$ cat config.mk
export PLATFORM = sky130hd
export DESIGN_NAME = nand_master
export DESIGN_NICKNAME = d
export VERILOG_FILES = /design/src/rtl/nand_pkg.sv /design/src/rtl/nand_write_cycle.sv /design/src/rtl/nand_read_cycle.sv /design/src/rtl/nand_sequencer.sv /design/src/rtl/nand_master.sv
export SDC_FILE = /design/constraint.sdc
export NUM_CORES = 1
export LEC_CHECK = 0
export BUFFER_PORTS_ARGS = -buffer_cell sky130_fd_sc_hd__buf_4
export CELL_PAD_IN_SITES_DETAIL_PLACEMENT = 1
export CELL_PAD_IN_SITES_GLOBAL_PLACEMENT = 1
export CORE_MARGIN = 2
export CORE_UTILIZATION = 47
export CTS_CLUSTER_SIZE = 8
export DETAILED_ROUTE_END_ITERATION = 16
export PLACE_DENSITY = 0.77
export SYNTH_ARGS = -nofsm -noshare
export SYNTH_HDL_FRONTEND = slang
export SYNTH_SLANG_ARGS = --single-unit
export TNS_END_PERCENT = 50
$ cat constraint.sdc
create_clock -name clk -period 3.45 [get_ports clk]
set_input_delay 0.1725 -clock clk [delete_from_list [all_inputs] [get_ports clk]]
set_output_delay 0.1725 -clock clk [all_outputs]
set_load 0.01 [all_outputs]
$ cat src/rtl/nand_pkg.sv
//----------------------------
// Shared definitions of the ONFI NAND master, x8 bus only
// Timing counts are in clk cycles and must be scaled to the clock rate
//----------------------------
package nand_pkg;

	//----------------------------
	// Host opcodes, driven on cmd_in
	//----------------------------
	typedef enum logic [5:0] {
		OP_NAND_RESET     = 6'h01,
		OP_READ_STATUS    = 6'h02,
		OP_READ_ID        = 6'h03,
		OP_GET_STATUS     = 6'h08,
		OP_CHIP_ENABLE    = 6'h09,
		OP_CHIP_DISABLE   = 6'h0a,
		OP_WRITE_PROTECT  = 6'h0b,
		OP_WRITE_ENABLE   = 6'h0c,
		OP_RESET_INDEX    = 6'h0d,
		OP_GET_ID_BYTE    = 6'h0e,
		OP_BYPASS_COMMAND = 6'h10,
		OP_BYPASS_ADDRESS = 6'h11,
		OP_BYPASS_DATA_WR = 6'h12,
		OP_BYPASS_DATA_RD = 6'h13
	} host_op_t;

	// Kind of one latched write cycle on the bus
	typedef enum logic [1:0] {
		CYC_CMD  = 2'd0,
		CYC_ADDR = 2'd1,
		CYC_DATA = 2'd2
	} cycle_kind_t;

	// Sequencer states
	typedef enum logic [2:0] {
		S_IDLE    = 3'd0,
		S_REG     = 3'd1,
		S_WRITE   = 3'd2,
		S_WR_WAIT = 3'd3,
		S_DELAY   = 3'd4,
		S_RNB     = 3'd5,
		S_READ    = 3'd6,
		S_RD_WAIT = 3'd7
	} seq_state_t;

	//----------------------------
	// NAND command bytes
	//----------------------------
	localparam logic [7:0] NAND_CMD_RESET       = 8'hff;
	localparam logic [7:0] NAND_CMD_READ_STATUS = 8'h70;
	localparam logic [7:0] NAND_CMD_READ_ID     = 8'h90;

	// Length of the JEDEC ID read by READ ID
	localparam int ID_BYTES = 5;

	// Pulse phases of one WE# or RE# cycle
	localparam int T_WE_LOW  = 2;
	localparam int T_WE_HIGH = 2;
	localparam int T_RE_LOW  = 2;
	localparam int T_RE_HIGH = 2;

	// tWB before R/B# is valid, tWHR before the first data read
	localparam logic [3:0] T_WB  = 4'd4;
	localparam logic [3:0] T_WHR = 4'd6;

	// Status register bits, 1 means true
	localparam int ST_CHIP_EN    = 2;
	localparam int ST_WRITE_PROT = 3;
	localparam int ST_INDEX_ERR  = 4;

	// Chip disabled and write protected out of reset
	localparam logic [7:0] STATUS_RESET = 8'h08;

endpackage

$ cat src/rtl/nand_write_cycle.sv
//----------------------------
// One latched write cycle: CLE, ALE or data, strobed by WE#
// start must not come before the previous done
//----------------------------
module nand_write_cycle (
	input  logic                  clk,
	input  logic                  nreset,
	input  logic                  start,
	input  nand_pkg::cycle_kind_t kind,
	input  logic [7:0]            data,
	output logic                  done,
	output logic                  cle,
	output logic                  ale,
	output logic                  nwe,
	output logic [7:0]            dq_out,
	output logic                  dq_oe
);

	// Whole cycle length and the count of the last clock
	localparam int CYC_LEN = nand_pkg::T_WE_LOW + nand_pkg::T_WE_HIGH;
	localparam logic [2:0] LAST_CNT = 3'(CYC_LEN - 1);
	localparam logic [2:0] LOW_END = 3'(nand_pkg::T_WE_LOW - 1);

	logic       active;
	logic [2:0] phase;

	// Phase counter and pin levels
	always_ff @(posedge clk) begin
		if (!nreset) begin
			active <= 1'b0;
			phase  <= '0;
			cle    <= 1'b0;
			ale    <= 1'b0;
			nwe    <= 1'b1;
			dq_oe  <= 1'b0;
		end else if (start) begin
			// Latch enables are held for the whole cycle
			active <= 1'b1;
			phase  <= '0;
			cle    <= (kind == nand_pkg::CYC_CMD);
			ale    <= (kind == nand_pkg::CYC_ADDR);
			nwe    <= 1'b0;
			dq_oe  <= 1'b1;
		end else if (active) begin
			phase <= phase + 3'd1;
			// Rising WE# is where the chip latches the byte
			if (phase == LOW_END)
				nwe <= 1'b1;
			if (phase == LAST_CNT) begin
				active <= 1'b0;
				cle    <= 1'b0;
				ale    <= 1'b0;
				dq_oe  <= 1'b0;
			end
		end
	end

	// Byte on the bus, held until the next start
	always_ff @(posedge clk) begin
		if (start)
			dq_out <= data;
	end

	// End of the high phase
	assign done = active && (phase == LAST_CNT);

endmodule

$ cat src/rtl/nand_read_cycle.sv
//----------------------------
// One RE# read cycle, byte sampled on the last low clock
// start must not come before the previous done
//----------------------------
module nand_read_cycle (
	input  logic       clk,
	input  logic       nreset,
	input  logic       start,
	input  logic [7:0] dq_in,
	output logic       done,
	output logic       nre,
	output logic [7:0] data
);

	localparam int CYC_LEN = nand_pkg::T_RE_LOW + nand_pkg::T_RE_HIGH;
	localparam logic [2:0] LAST_CNT = 3'(CYC_LEN - 1);
	localparam logic [2:0] LOW_END = 3'(nand_pkg::T_RE_LOW - 1);

	logic       active;
	logic [2:0] phase;

	always_ff @(posedge clk) begin
		if (!nreset) begin
			active <= 1'b0;
			phase  <= '0;
			nre    <= 1'b1;
		end else if (start) begin
			active <= 1'b1;
			phase  <= '0;
			nre    <= 1'b0;
		end else if (active) begin
			phase <= phase + 3'd1;
			if (phase == LOW_END)
				nre <= 1'b1;
			if (phase == LAST_CNT)
				active <= 1'b0;
		end
	end

	// Sample while RE# is still low, chip output has settled by then
	always_ff @(posedge clk) begin
		if (active && (phase == LOW_END))
			data <= dq_in;
	end

	assign done = active && (phase == LAST_CNT);

endmodule

$ cat src/rtl/nand_sequencer.sv
//----------------------------
// Host command interpreter and NAND operation FSM
// activate is ignored while busy is high
// A stuck-low R/B# stalls NAND RESET forever
//----------------------------
module nand_sequencer (
	input  logic                  clk,
	input  logic                  nreset,
	input  logic                  activate,
	input  nand_pkg::host_op_t    cmd_in,
	input  logic [7:0]            data_in,
	output logic [7:0]            data_out,
	output logic                  busy,
	output logic                  nce,
	output logic                  nwp,
	input  logic                  rnb,
	output logic                  wr_start,
	output nand_pkg::cycle_kind_t wr_kind,
	output logic [7:0]            wr_byte,
	input  logic                  wr_done,
	output logic                  rd_start,
	input  logic [7:0]            rd_byte,
	input  logic                  rd_done
);

	localparam logic [2:0] ID_LAST = 3'(nand_pkg::ID_BYTES - 1);
	localparam logic [2:0] ID_END = 3'(nand_pkg::ID_BYTES);

	nand_pkg::seq_state_t state;
	nand_pkg::host_op_t   op_q;

	// Countdown for tWB and tWHR
	logic [3:0] wait_cnt;

	// Controller status, see ST_* bit positions
	logic [7:0] status;

	// ID buffer and its index, the index also fills the buffer
	logic [7:0] id_buf [nand_pkg::ID_BYTES];
	logic [2:0] id_index;

	//----------------------------
	// Main FSM
	//----------------------------
	always_ff @(posedge clk) begin
		if (!nreset) begin
			state    <= nand_pkg::S_IDLE;
			op_q     <= nand_pkg::OP_GET_STATUS;
			wr_kind  <= nand_pkg::CYC_CMD;
			wait_cnt <= '0;
			id_index <= '0;
			status   <= nand_pkg::STATUS_RESET;
		end else begin
			case (state)
			nand_pkg::S_IDLE: begin
				if (activate) begin
					op_q <= cmd_in;
					case (cmd_in)
					nand_pkg::OP_NAND_RESET: begin
						wr_kind <= nand_pkg::CYC_CMD;
						wr_byte <= nand_pkg::NAND_CMD_RESET;
						state   <= nand_pkg::S_WRITE;
					end
					nand_pkg::OP_READ_STATUS: begin
						wr_kind <= nand_pkg::CYC_CMD;
						wr_byte <= nand_pkg::NAND_CMD_READ_STATUS;
						state   <= nand_pkg::S_WRITE;
					end
					nand_pkg::OP_READ_ID: begin
						wr_kind  <= nand_pkg::CYC_CMD;
						wr_byte  <= nand_pkg::NAND_CMD_READ_ID;
						id_index <= '0;
						state    <= nand_pkg::S_WRITE;
					end
					// Raw cycles take their byte from data_in
					nand_pkg::OP_BYPASS_COMMAND: begin
						wr_kind <= nand_pkg::CYC_CMD;
						wr_byte <= data_in;
						state   <= nand_pkg::S_WRITE;
					end
					nand_pkg::OP_BYPASS_ADDRESS: begin
						wr_kind <= nand_pkg::CYC_ADDR;
						wr_byte <= data_in;
						state   <= nand_pkg::S_WRITE;
					end
					nand_pkg::OP_BYPASS_DATA_WR: begin
						wr_kind <= nand_pkg::CYC_DATA;
						wr_byte <= data_in;
						state   <= nand_pkg::S_WRITE;
					end
					nand_pkg::OP_BYPASS_DATA_RD:
						state <= nand_pkg::S_READ;
					// Register ops finish in one busy cycle
					default:
						state <= nand_pkg::S_REG;
					endcase
				end
			end

			nand_pkg::S_REG: begin
				case (op_q)
				nand_pkg::OP_GET_STATUS:
					data_out <= status;
				nand_pkg::OP_CHIP_ENABLE:
					status[nand_pkg::ST_CHIP_EN] <= 1'b1;
				nand_pkg::OP_CHIP_DISABLE:
					status[nand_pkg::ST_CHIP_EN] <= 1'b0;
				nand_pkg::OP_WRITE_PROTECT:
					status[nand_pkg::ST_WRITE_PROT] <= 1'b1;
				nand_pkg::OP_WRITE_ENABLE:
					status[nand_pkg::ST_WRITE_PROT] <= 1'b0;
				nand_pkg::OP_RESET_INDEX:
					id_index <= '0;
				nand_pkg::OP_GET_ID_BYTE: begin
					if (id_index < ID_END) begin
						data_out <= id_buf[id_index];
						id_index <= id_index + 3'd1;
						status[nand_pkg::ST_INDEX_ERR] <= 1'b0;
					end else begin
						// Past the end, wrap and flag it
						data_out <= 8'h00;
						id_index <= '0;
						status[nand_pkg::ST_INDEX_ERR] <= 1'b1;
					end
				end
				default: ;
				endcase
				state <= nand_pkg::S_IDLE;
			end

			// wr_start is high in this state only
			nand_pkg::S_WRITE:
				state <= nand_pkg::S_WR_WAIT;

			nand_pkg::S_WR_WAIT: begin
				if (wr_done) begin
					if (op_q == nand_pkg::OP_READ_ID && wr_kind == nand_pkg::CYC_CMD) begin
						// READ ID address cycle
						wr_kind <= nand_pkg::CYC_ADDR;
						wr_byte <= 8'h00;
						state   <= nand_pkg::S_WRITE;
					end else if (op_q == nand_pkg::OP_NAND_RESET) begin
						wait_cnt <= nand_pkg::T_WB;
						state    <= nand_pkg::S_DELAY;
					end else if (op_q == nand_pkg::OP_READ_STATUS ||
							op_q == nand_pkg::OP_READ_ID) begin
						wait_cnt <= nand_pkg::T_WHR;
						state    <= nand_pkg::S_DELAY;
					end else begin
						state <= nand_pkg::S_IDLE;
					end
				end
			end

			// Counts exactly wait_cnt clocks
			nand_pkg::S_DELAY: begin
				if (wait_cnt > 4'd1)
					wait_cnt <= wait_cnt - 4'd1;
				else if (op_q == nand_pkg::OP_NAND_RESET)
					state <= nand_pkg::S_RNB;
				else
					state <= nand_pkg::S_READ;
			end

			// Chip busy after RESET
			nand_pkg::S_RNB: begin
				if (rnb)
					state <= nand_pkg::S_IDLE;
			end

			// rd_start is high in this state only
			nand_pkg::S_READ:
				state <= nand_pkg::S_RD_WAIT;

			nand_pkg::S_RD_WAIT: begin
				if (rd_done) begin
					if (op_q == nand_pkg::OP_READ_ID) begin
						id_buf[id_index] <= rd_byte;
						if (id_index == ID_LAST) begin
							id_index <= '0;
							state    <= nand_pkg::S_IDLE;
						end else begin
							id_index <= id_index + 3'd1;
							state    <= nand_pkg::S_READ;
						end
					end else begin
						// READ STATUS and bypass read
						data_out <= rd_byte;
						state    <= nand_pkg::S_IDLE;
					end
				end
			end

			default:
				state <= nand_pkg::S_IDLE;
			endcase
		end
	end

	//----------------------------
	// Outputs
	//----------------------------
	assign busy     = (state != nand_pkg::S_IDLE);
	assign wr_start = (state == nand_pkg::S_WRITE);
	assign rd_start = (state == nand_pkg::S_READ);

	// Pin levels follow the status bits, both active low
	assign nce = ~status[nand_pkg::ST_CHIP_EN];
	assign nwp = ~status[nand_pkg::ST_WRITE_PROT];

endmodule

$ cat src/rtl/nand_master.sv
//----------------------------
// ONFI NAND master, x8, split data bus
// Tristate buffer for DQ sits outside, enabled by nand_dq_oe
//----------------------------
module nand_master (
	input  logic               clk,
	input  logic               nreset,
	input  logic               activate,
	input  nand_pkg::host_op_t cmd_in,
	input  logic [7:0]         data_in,
	output logic [7:0]         data_out,
	output logic               busy,
	output logic               nand_cle,
	output logic               nand_ale,
	output logic               nand_nwe,
	output logic               nand_nre,
	output logic               nand_nce,
	output logic               nand_nwp,
	input  logic               nand_rnb,
	output logic [7:0]         nand_dq_out,
	output logic               nand_dq_oe,
	input  logic [7:0]         nand_dq_in
);

	// Sequencer to cycle units
	logic                  wr_start;
	nand_pkg::cycle_kind_t wr_kind;
	logic [7:0]            wr_byte;
	logic                  wr_done;
	logic                  rd_start;
	logic [7:0]            rd_byte;
	logic                  rd_done;

	nand_sequencer u_sequencer (
		.clk(clk), .nreset(nreset), .activate(activate), .cmd_in(cmd_in),
		.data_in(data_in), .data_out(data_out), .busy(busy),
		.nce(nand_nce), .nwp(nand_nwp), .rnb(nand_rnb),
		.wr_start(wr_start), .wr_kind(wr_kind), .wr_byte(wr_byte), .wr_done(wr_done),
		.rd_start(rd_start), .rd_byte(rd_byte), .rd_done(rd_done)
	);

	nand_write_cycle u_write_cycle (
		.clk(clk), .nreset(nreset), .start(wr_start), .kind(wr_kind), .data(wr_byte),
		.done(wr_done), .cle(nand_cle), .ale(nand_ale), .nwe(nand_nwe),
		.dq_out(nand_dq_out), .dq_oe(nand_dq_oe)
	);

	nand_read_cycle u_read_cycle (
		.clk(clk), .nreset(nreset), .start(rd_start), .dq_in(nand_dq_in),
		.done(rd_done), .nre(nand_nre), .data(rd_byte)
	);

endmodule

# == Yosys cells after proc, flatten, opt, wreduce, memory -nomap -nowiden ==
# Memory sizes are Yosys's and may differ from the RTL's. A register that Yosys moved wholly into a read port is not among the register bits.
# Cells that the tools add are included.
# word_totals
regBits,66
latchBits,0
ramBits,40
rom_bits,0
in_bits,26
output_inout_bits,24
wordCells,183
n_memories,1
# memory_table
name,depth,word_bits,read_ports,rd_ports_with_merged_regs,wr,line_no,text
u_sequencer.id_buf,5,8,1,1,1,nand_sequencer.sv:39,logic [7:0] id_buf [nand_pkg::ID_BYTES];
# op_classes
n_addsub,4
mul,0
div,0
magnitude_cmp,2
eq_ne,46
shifts,0
muxes,69
n_bitwise,3
reduce_logical,37
# op_table
op,n
$mux W3,18
$mux W8,6
$pmux W8 S2,3
$eq A6 B4 Y1 const B,7
$pmux W8 S4,1
$eq A6 B2 Y1 const B,4
$eq A6 B5 Y1 const B,4
$pmux W3 S8,1
$mux W1,23
$mux W4,5
$reduce_and A5 Y1,4
$reduce_bool A2 Y1,10
$eq A3 B3 Y1 const B,5
$ne A2 B2 Y1 const B,7
$reduce_and A2 Y1,7
$eq A3 B2 Y1 const B,4
$eq A6 B1 Y1 const B,2
$pmux W3 S2,2
$reduce_and A6 Y1,2
$add A3 B1 Y3 const B,3
$eq A3 B1 Y1 const B,3
$pmux W3 S3,1
$mux W2,4
$ne A2 B1 Y1 const B,4
22 further kinds,31

# == Depth between registers and ports, before layout ==
# depth
word_depth,7
depth_mapped,7
ltp_nobuf,7

# == By module ==
# Synthesis repeated with hierarchy kept, for this count alone.
# hier_totals
cells_unflattened,391
hier_area_um2,4852.2
# modules_own_cells
module,instances,cells_each,area_each_um2,seq_area_each_um2
nand_sequencer,1,314,3728.6,2162.1
nand_write_cycle,1,44,611.8,400.4
nand_read_cycle,1,33,511.7,340.3

# == Worst setup path before layout ==
# Ideal clock, no wire load.
# synth_path
kind,register to register
startpoint,register u_sequencer.op_q[2]
endpoint,"memory u_sequencer.id_buf[3][0], enable pin"
setup_time_ns,0.370
t_arrival_ns,2.107
required_ns,3.080
path_slack_ns,0.973
stages_incl_launch_ff,7
n_path_buf,1
synth_period_minus_slack_ns,2.477
cell_sequence,dfxtp_1 -> buf_2 -> nor4_1 -> nand3_1 -> or4_1 -> or2_2 -> nor2_1
# synth_via
elab_chain_cells,6
# synth_rtl
element,line_no,text
start: declaration,nand_sequencer.sv:30,nand_pkg::host_op_t op_q;
start signal: assignment,nand_sequencer.sv:48,op_q <= nand_pkg::OP_GET_STATUS;
start signal: assignment,nand_sequencer.sv:57,op_q <= cmd_in;
$eq A6 B2 Y1,nand_sequencer.sv:177,if (op_q == nand_pkg::OP_READ_ID) begin
$mux W1,nand_sequencer.sv:177,
$mux W1,nand_sequencer.sv:176,if (rd_done) begin
$mux W1,nand_sequencer.sv:54,case (state)
$mux W1,nand_sequencer.sv:46,if (!nreset) begin
$mux W1 (not written as such),nand_sequencer.sv:178,id_buf[id_index] <= rd_byte;
end: declaration,nand_sequencer.sv:39,
# No other way between the ends.

# == Worst setup path after layout ==
# layout_path
startpoint,register u_sequencer.op_q[2]
endpoint,"memory u_sequencer.id_buf[3][2], enable pin"
# The elaborated chain is that of the path after synthesis.

==> flow_metrics.py <==
metrics = {
    "status": {
        "status": "complete, no violations",
    },
    "timing": {
        "fin_crit_sh_pct": 89.1,
        "report.final.setup_viol": 0,
        "slew_violations": 0,
        "finalHoldWorstSlack_ns": 0.0542,
        "timing.final.hold_violations": 0,
        "final.setup_skew_ns": 0.0141,
        "maxClockFrequency_mhz": 325,
        "accumulated_negative_setup_slack_ns": 0,
        "finalWorstSetupSlack_ns": 0.377,
        "relSlewSlack_pct": 51.1,
        "tightestPinTransition_ns": 0.730,
        "grt_setup_unrepaired": "false",
        "fin_crit_ns": 3.07,
    },
    "route": {
        "drt-vias-per-instance": 5.72,
        "via_count": 3318,
        "routedWlPerCell_microns": 19.1,
        "remaining_drc_errors": 0,
        "antenna_left": 0,
        "finalWirelength_microns": 11100,
        "detailedRoute.firstPassIterationCount": 4,
        "drtIter0Drc": 248,
    },
    "final_layout": {
        "fillCellCount": 1030,
        "final_common_cell": "edfxtp_1",
        "layout.cells.most_common_list": "edfxtp_1 (72), buf_4 (53), dfxtp_1 (37)",
        "final_layout_size_suffix_gt1_share_pct": 18.6,
        "antenna-diode-count": 0,
        "finish.utilization_pct": 56.3,
        "final_net_count": 478,
        "final_design_instance_area_without_fill_sq_mm": 0.00547,
        "final-instance-count-excl-fill": 580,
        "synthToLayoutAreaGrowth_pct": 16.5,
    },
    "placed_design": {
        "pre_cts_slack_ns": 0.477,
        "io_buffers": 49,
        "routability_cong": 0.795,
        "hpwl_microns": 8070,
        "cell_area_after_placement_sq_mm": 0.00519,
        "place.detailed.instances": 556,
    },
    "clock_network": {
        "clock_sink_count": 109,
        "cts_bufs_inserted": 9,
        "clock_insertion_delay_worst_skew_ns": 0.38,
        "cts_tree": "built",
        "max-clock-path-buffers": 2,
        "htree_levels": 3,
        "cts-root-buf": "clkbuf_8",
        "clock_transition_at_path_regs_ns": 0.11,
        "buffers_inserted_by_post_cts_timing_repair": 0,
    },
    "run": {
        "timing.max_cap.violations": 0,
    },
    "synth": {
        "synth_area_per_cell_sq_um": 12.1,
        "synth_edf_count": 72,
        "synth.cell_area_sq_mm": 0.00470,
        "synth_seq_cells": 109,
        "post_synth_num_cell_types": 55,
        "synthesis.yosys.warnings": 0,
        "syn_inst": 389,
        "yosys_most_used_dff": "edfxtp_1",
        "postSynthNetCount": 425,
        "synth.largest_area_cell": "edfxtp_1",
        "synth_async_sr_flop_share_pct": 0,
        "synth_area_leaders": "edfxtp_1 (46%), dfxtp_1 (16%), mux2i_1 (3.8%)",
        "post-synth-top-area-fraction_pct": 46.0,
        "synth_sequential_area_ratio_pct": 61.8,
    },
    "global_routing": {
        "total_global_routing_track_utilization_pct": 21.6,
        "initial_antenna_violation_count": 0,
        "number_of_global_route_vias_before_repair": 3426,
        "global_route_wire_length_before_repair_microns": 18300,
        "maximum_number_of_pins_on_one_net_before_global_route_repair": 23,
        "global_route.overflow_total": 0,
    },
    "worst_setup_path": {
        "worstSetupPathType": "reg2reg",
        "cp_cell_sequence": "nor4_1, nand3_1, or4_1, or2_2, nor2_1",
        "rr_worst_depth": 5,
        "critical_path_required_ns": 3.47,
        "timing.critical_path.from_type": "flop",
        "critPathSlowestCell": "or4_1",
        "cpPeakStageDelay_ns": 0.60,
        "crit_path_start": "u_sequencer.op_q[2]$_SDFFE_PN0P_",
        "cp_data_arrival_time_ns": 3.09,
        "crit_path_end_kind": "flop",
        "worst_r2r_src": "u_sequencer.op_q[2]$_SDFFE_PN0P_",
        "path_max_fanout": 8,
    },
    "pwr": {
        "p_per_area_mw_per_mm2": 572,
        "vdd.ir_drop.worst_mv": 0.218,
        "power.static_leakage_nw": 1.95,
        "total_power_mw": 3.13,
    },
    "worst_hold_path": {
        "min-delay-start": "cmd_in[3]",
        "min_path_cells": 3,
        "worstHoldPathType": "in2reg",
    },
    "floorplan": {
        "core_sq_mm": 0.00973,
        "initial_core_util_pct": 48.3,
        "boundaryPins": 50,
        "dieWidth_microns": 104,
        "std_cell_rows": 36,
        "die_height_microns": 104,
        "die-area_sq_mm": 0.0108,
    },
}
-- final timing paths --
check | to | slack (ns)
worst max-delay path | u_sequencer.id_buf[3][2]$_DFFE_PP_ | 0.38
worst min-delay path | u_sequencer.op_q[3]$_SDFFE_PN1P_ | 0.05
worst max register to register | u_sequencer.id_buf[3][2]$_DFFE_PP_ | 0.38
worst min register to register | u_write_cycle.dq_out[7]$_DFFE_PP_ | 0.43
-- state kept, by name (all words and copies together), names as in the netlist, 3 cells and up, named ones only --
name and count:
u_read_cycle.data 8, u_read_cycle.phase 3, u_sequencer.data_out 8, u_sequencer.id_buf 40
u_sequencer.id_index 3, u_sequencer.op_q 6, u_sequencer.state 3, u_sequencer.status 3
u_sequencer.wait_cnt 4, u_sequencer.wr_byte 8, u_write_cycle.dq_out 8, u_write_cycle.phase 3
-- where the power goes --
| part | internal (mW) | switching, mW | total, mW |
|---|---|---|---|
| Clock | 0.292 | 0.490 | 0.783 |
| Combinational | 0.301 | 0.391 | 0.692 |
| Sequential | 1.51 | 0.149 | 1.66 |
| Total | 2.10 | 1.03 | 3.13 |
-- final cells by class --
| cell class | count | area (sq um) | area share (%) |
|---|---|---|---|
| inverter | 16 | 60.1 | 1.10 |
| timing repair buffer | 61 | 478 | 8.73 |
| tap | 133 | 166 | 3.04 |
| clock buffer | 9 | 124 | 2.26 |
| clock inverter | 7 | 82.6 | 1.51 |
| multi-input combinational | 245 | 1660 | 30.3 |
| sequential | 109 | 2900 | 53.0 |
-- kinds of logic after synthesis --
family,Yosys count,synth area share (%)
DFF,109,61.8
muxes,26,7.67
xor gates and xnor gates,7,1.30
AOI/OAI and AO/OA,78,10.4
adders and majority gates,10,2.66
buffers and inverters,35,2.90
and+or+nand+nor,124,13.3
-- worst max-delay path: cells and delay by family, from the launching register on --
kind             cells  cell delay (ns)
DFF                  1             0.40
and+or+nand+nor      5             2.30
-- cells in the mapped netlist, types with 2 or more instances --
| cell type | count |
|---|---|
| nand3_1 | 7 |
| or3_1 | 3 |
| xor2_1 | 3 |
| edfxtp_1 | 72 |
| nand2_1 | 30 |
| a31oi_1 | 2 |
| nand4_1 | 2 |
| mux2i_1 | 18 |
| a211oi_1 | 4 |
| o22ai_1 | 3 |
| xnor2_1 | 4 |
| or3b_1 | 2 |
| or4_1 | 3 |
| o2bb2ai_1 | 3 |
| a21oi_1 | 27 |
| nor2_1 | 35 |
| nand3b_1 | 2 |
| ha_1 | 10 |
| clkbuf_1 | 14 |
| dfxtp_1 | 37 |
| and3_1 | 3 |
| mux4_2 | 8 |
| nor4_1 | 5 |
| o31ai_1 | 3 |
| or2_2 | 2 |
| nor3_1 | 9 |
| nand2b_1 | 5 |
| nor2b_1 | 4 |
| and2_1 | 6 |
| o21ai_0 | 22 |
| inv_1 | 15 |
| buf_2 | 3 |
-- repair_timing --
action                     in CTS  in global routing
hold buffers                    8                  0
setup endpoints to repair       0                  0
hold endpoints to repair        8                  0
gates resized for setup         0                  0
-- layer usage --
metal,vias up,wire (microns),global-route usage (%)
li1,1549,-,-
met1,1643,4910,28.9
met2,103,5400,35.4
met3,23,541,3.70
met4,0,228,8.01
met5,-,0,0
No activity file was read; power rests on OpenSTA's default activity.
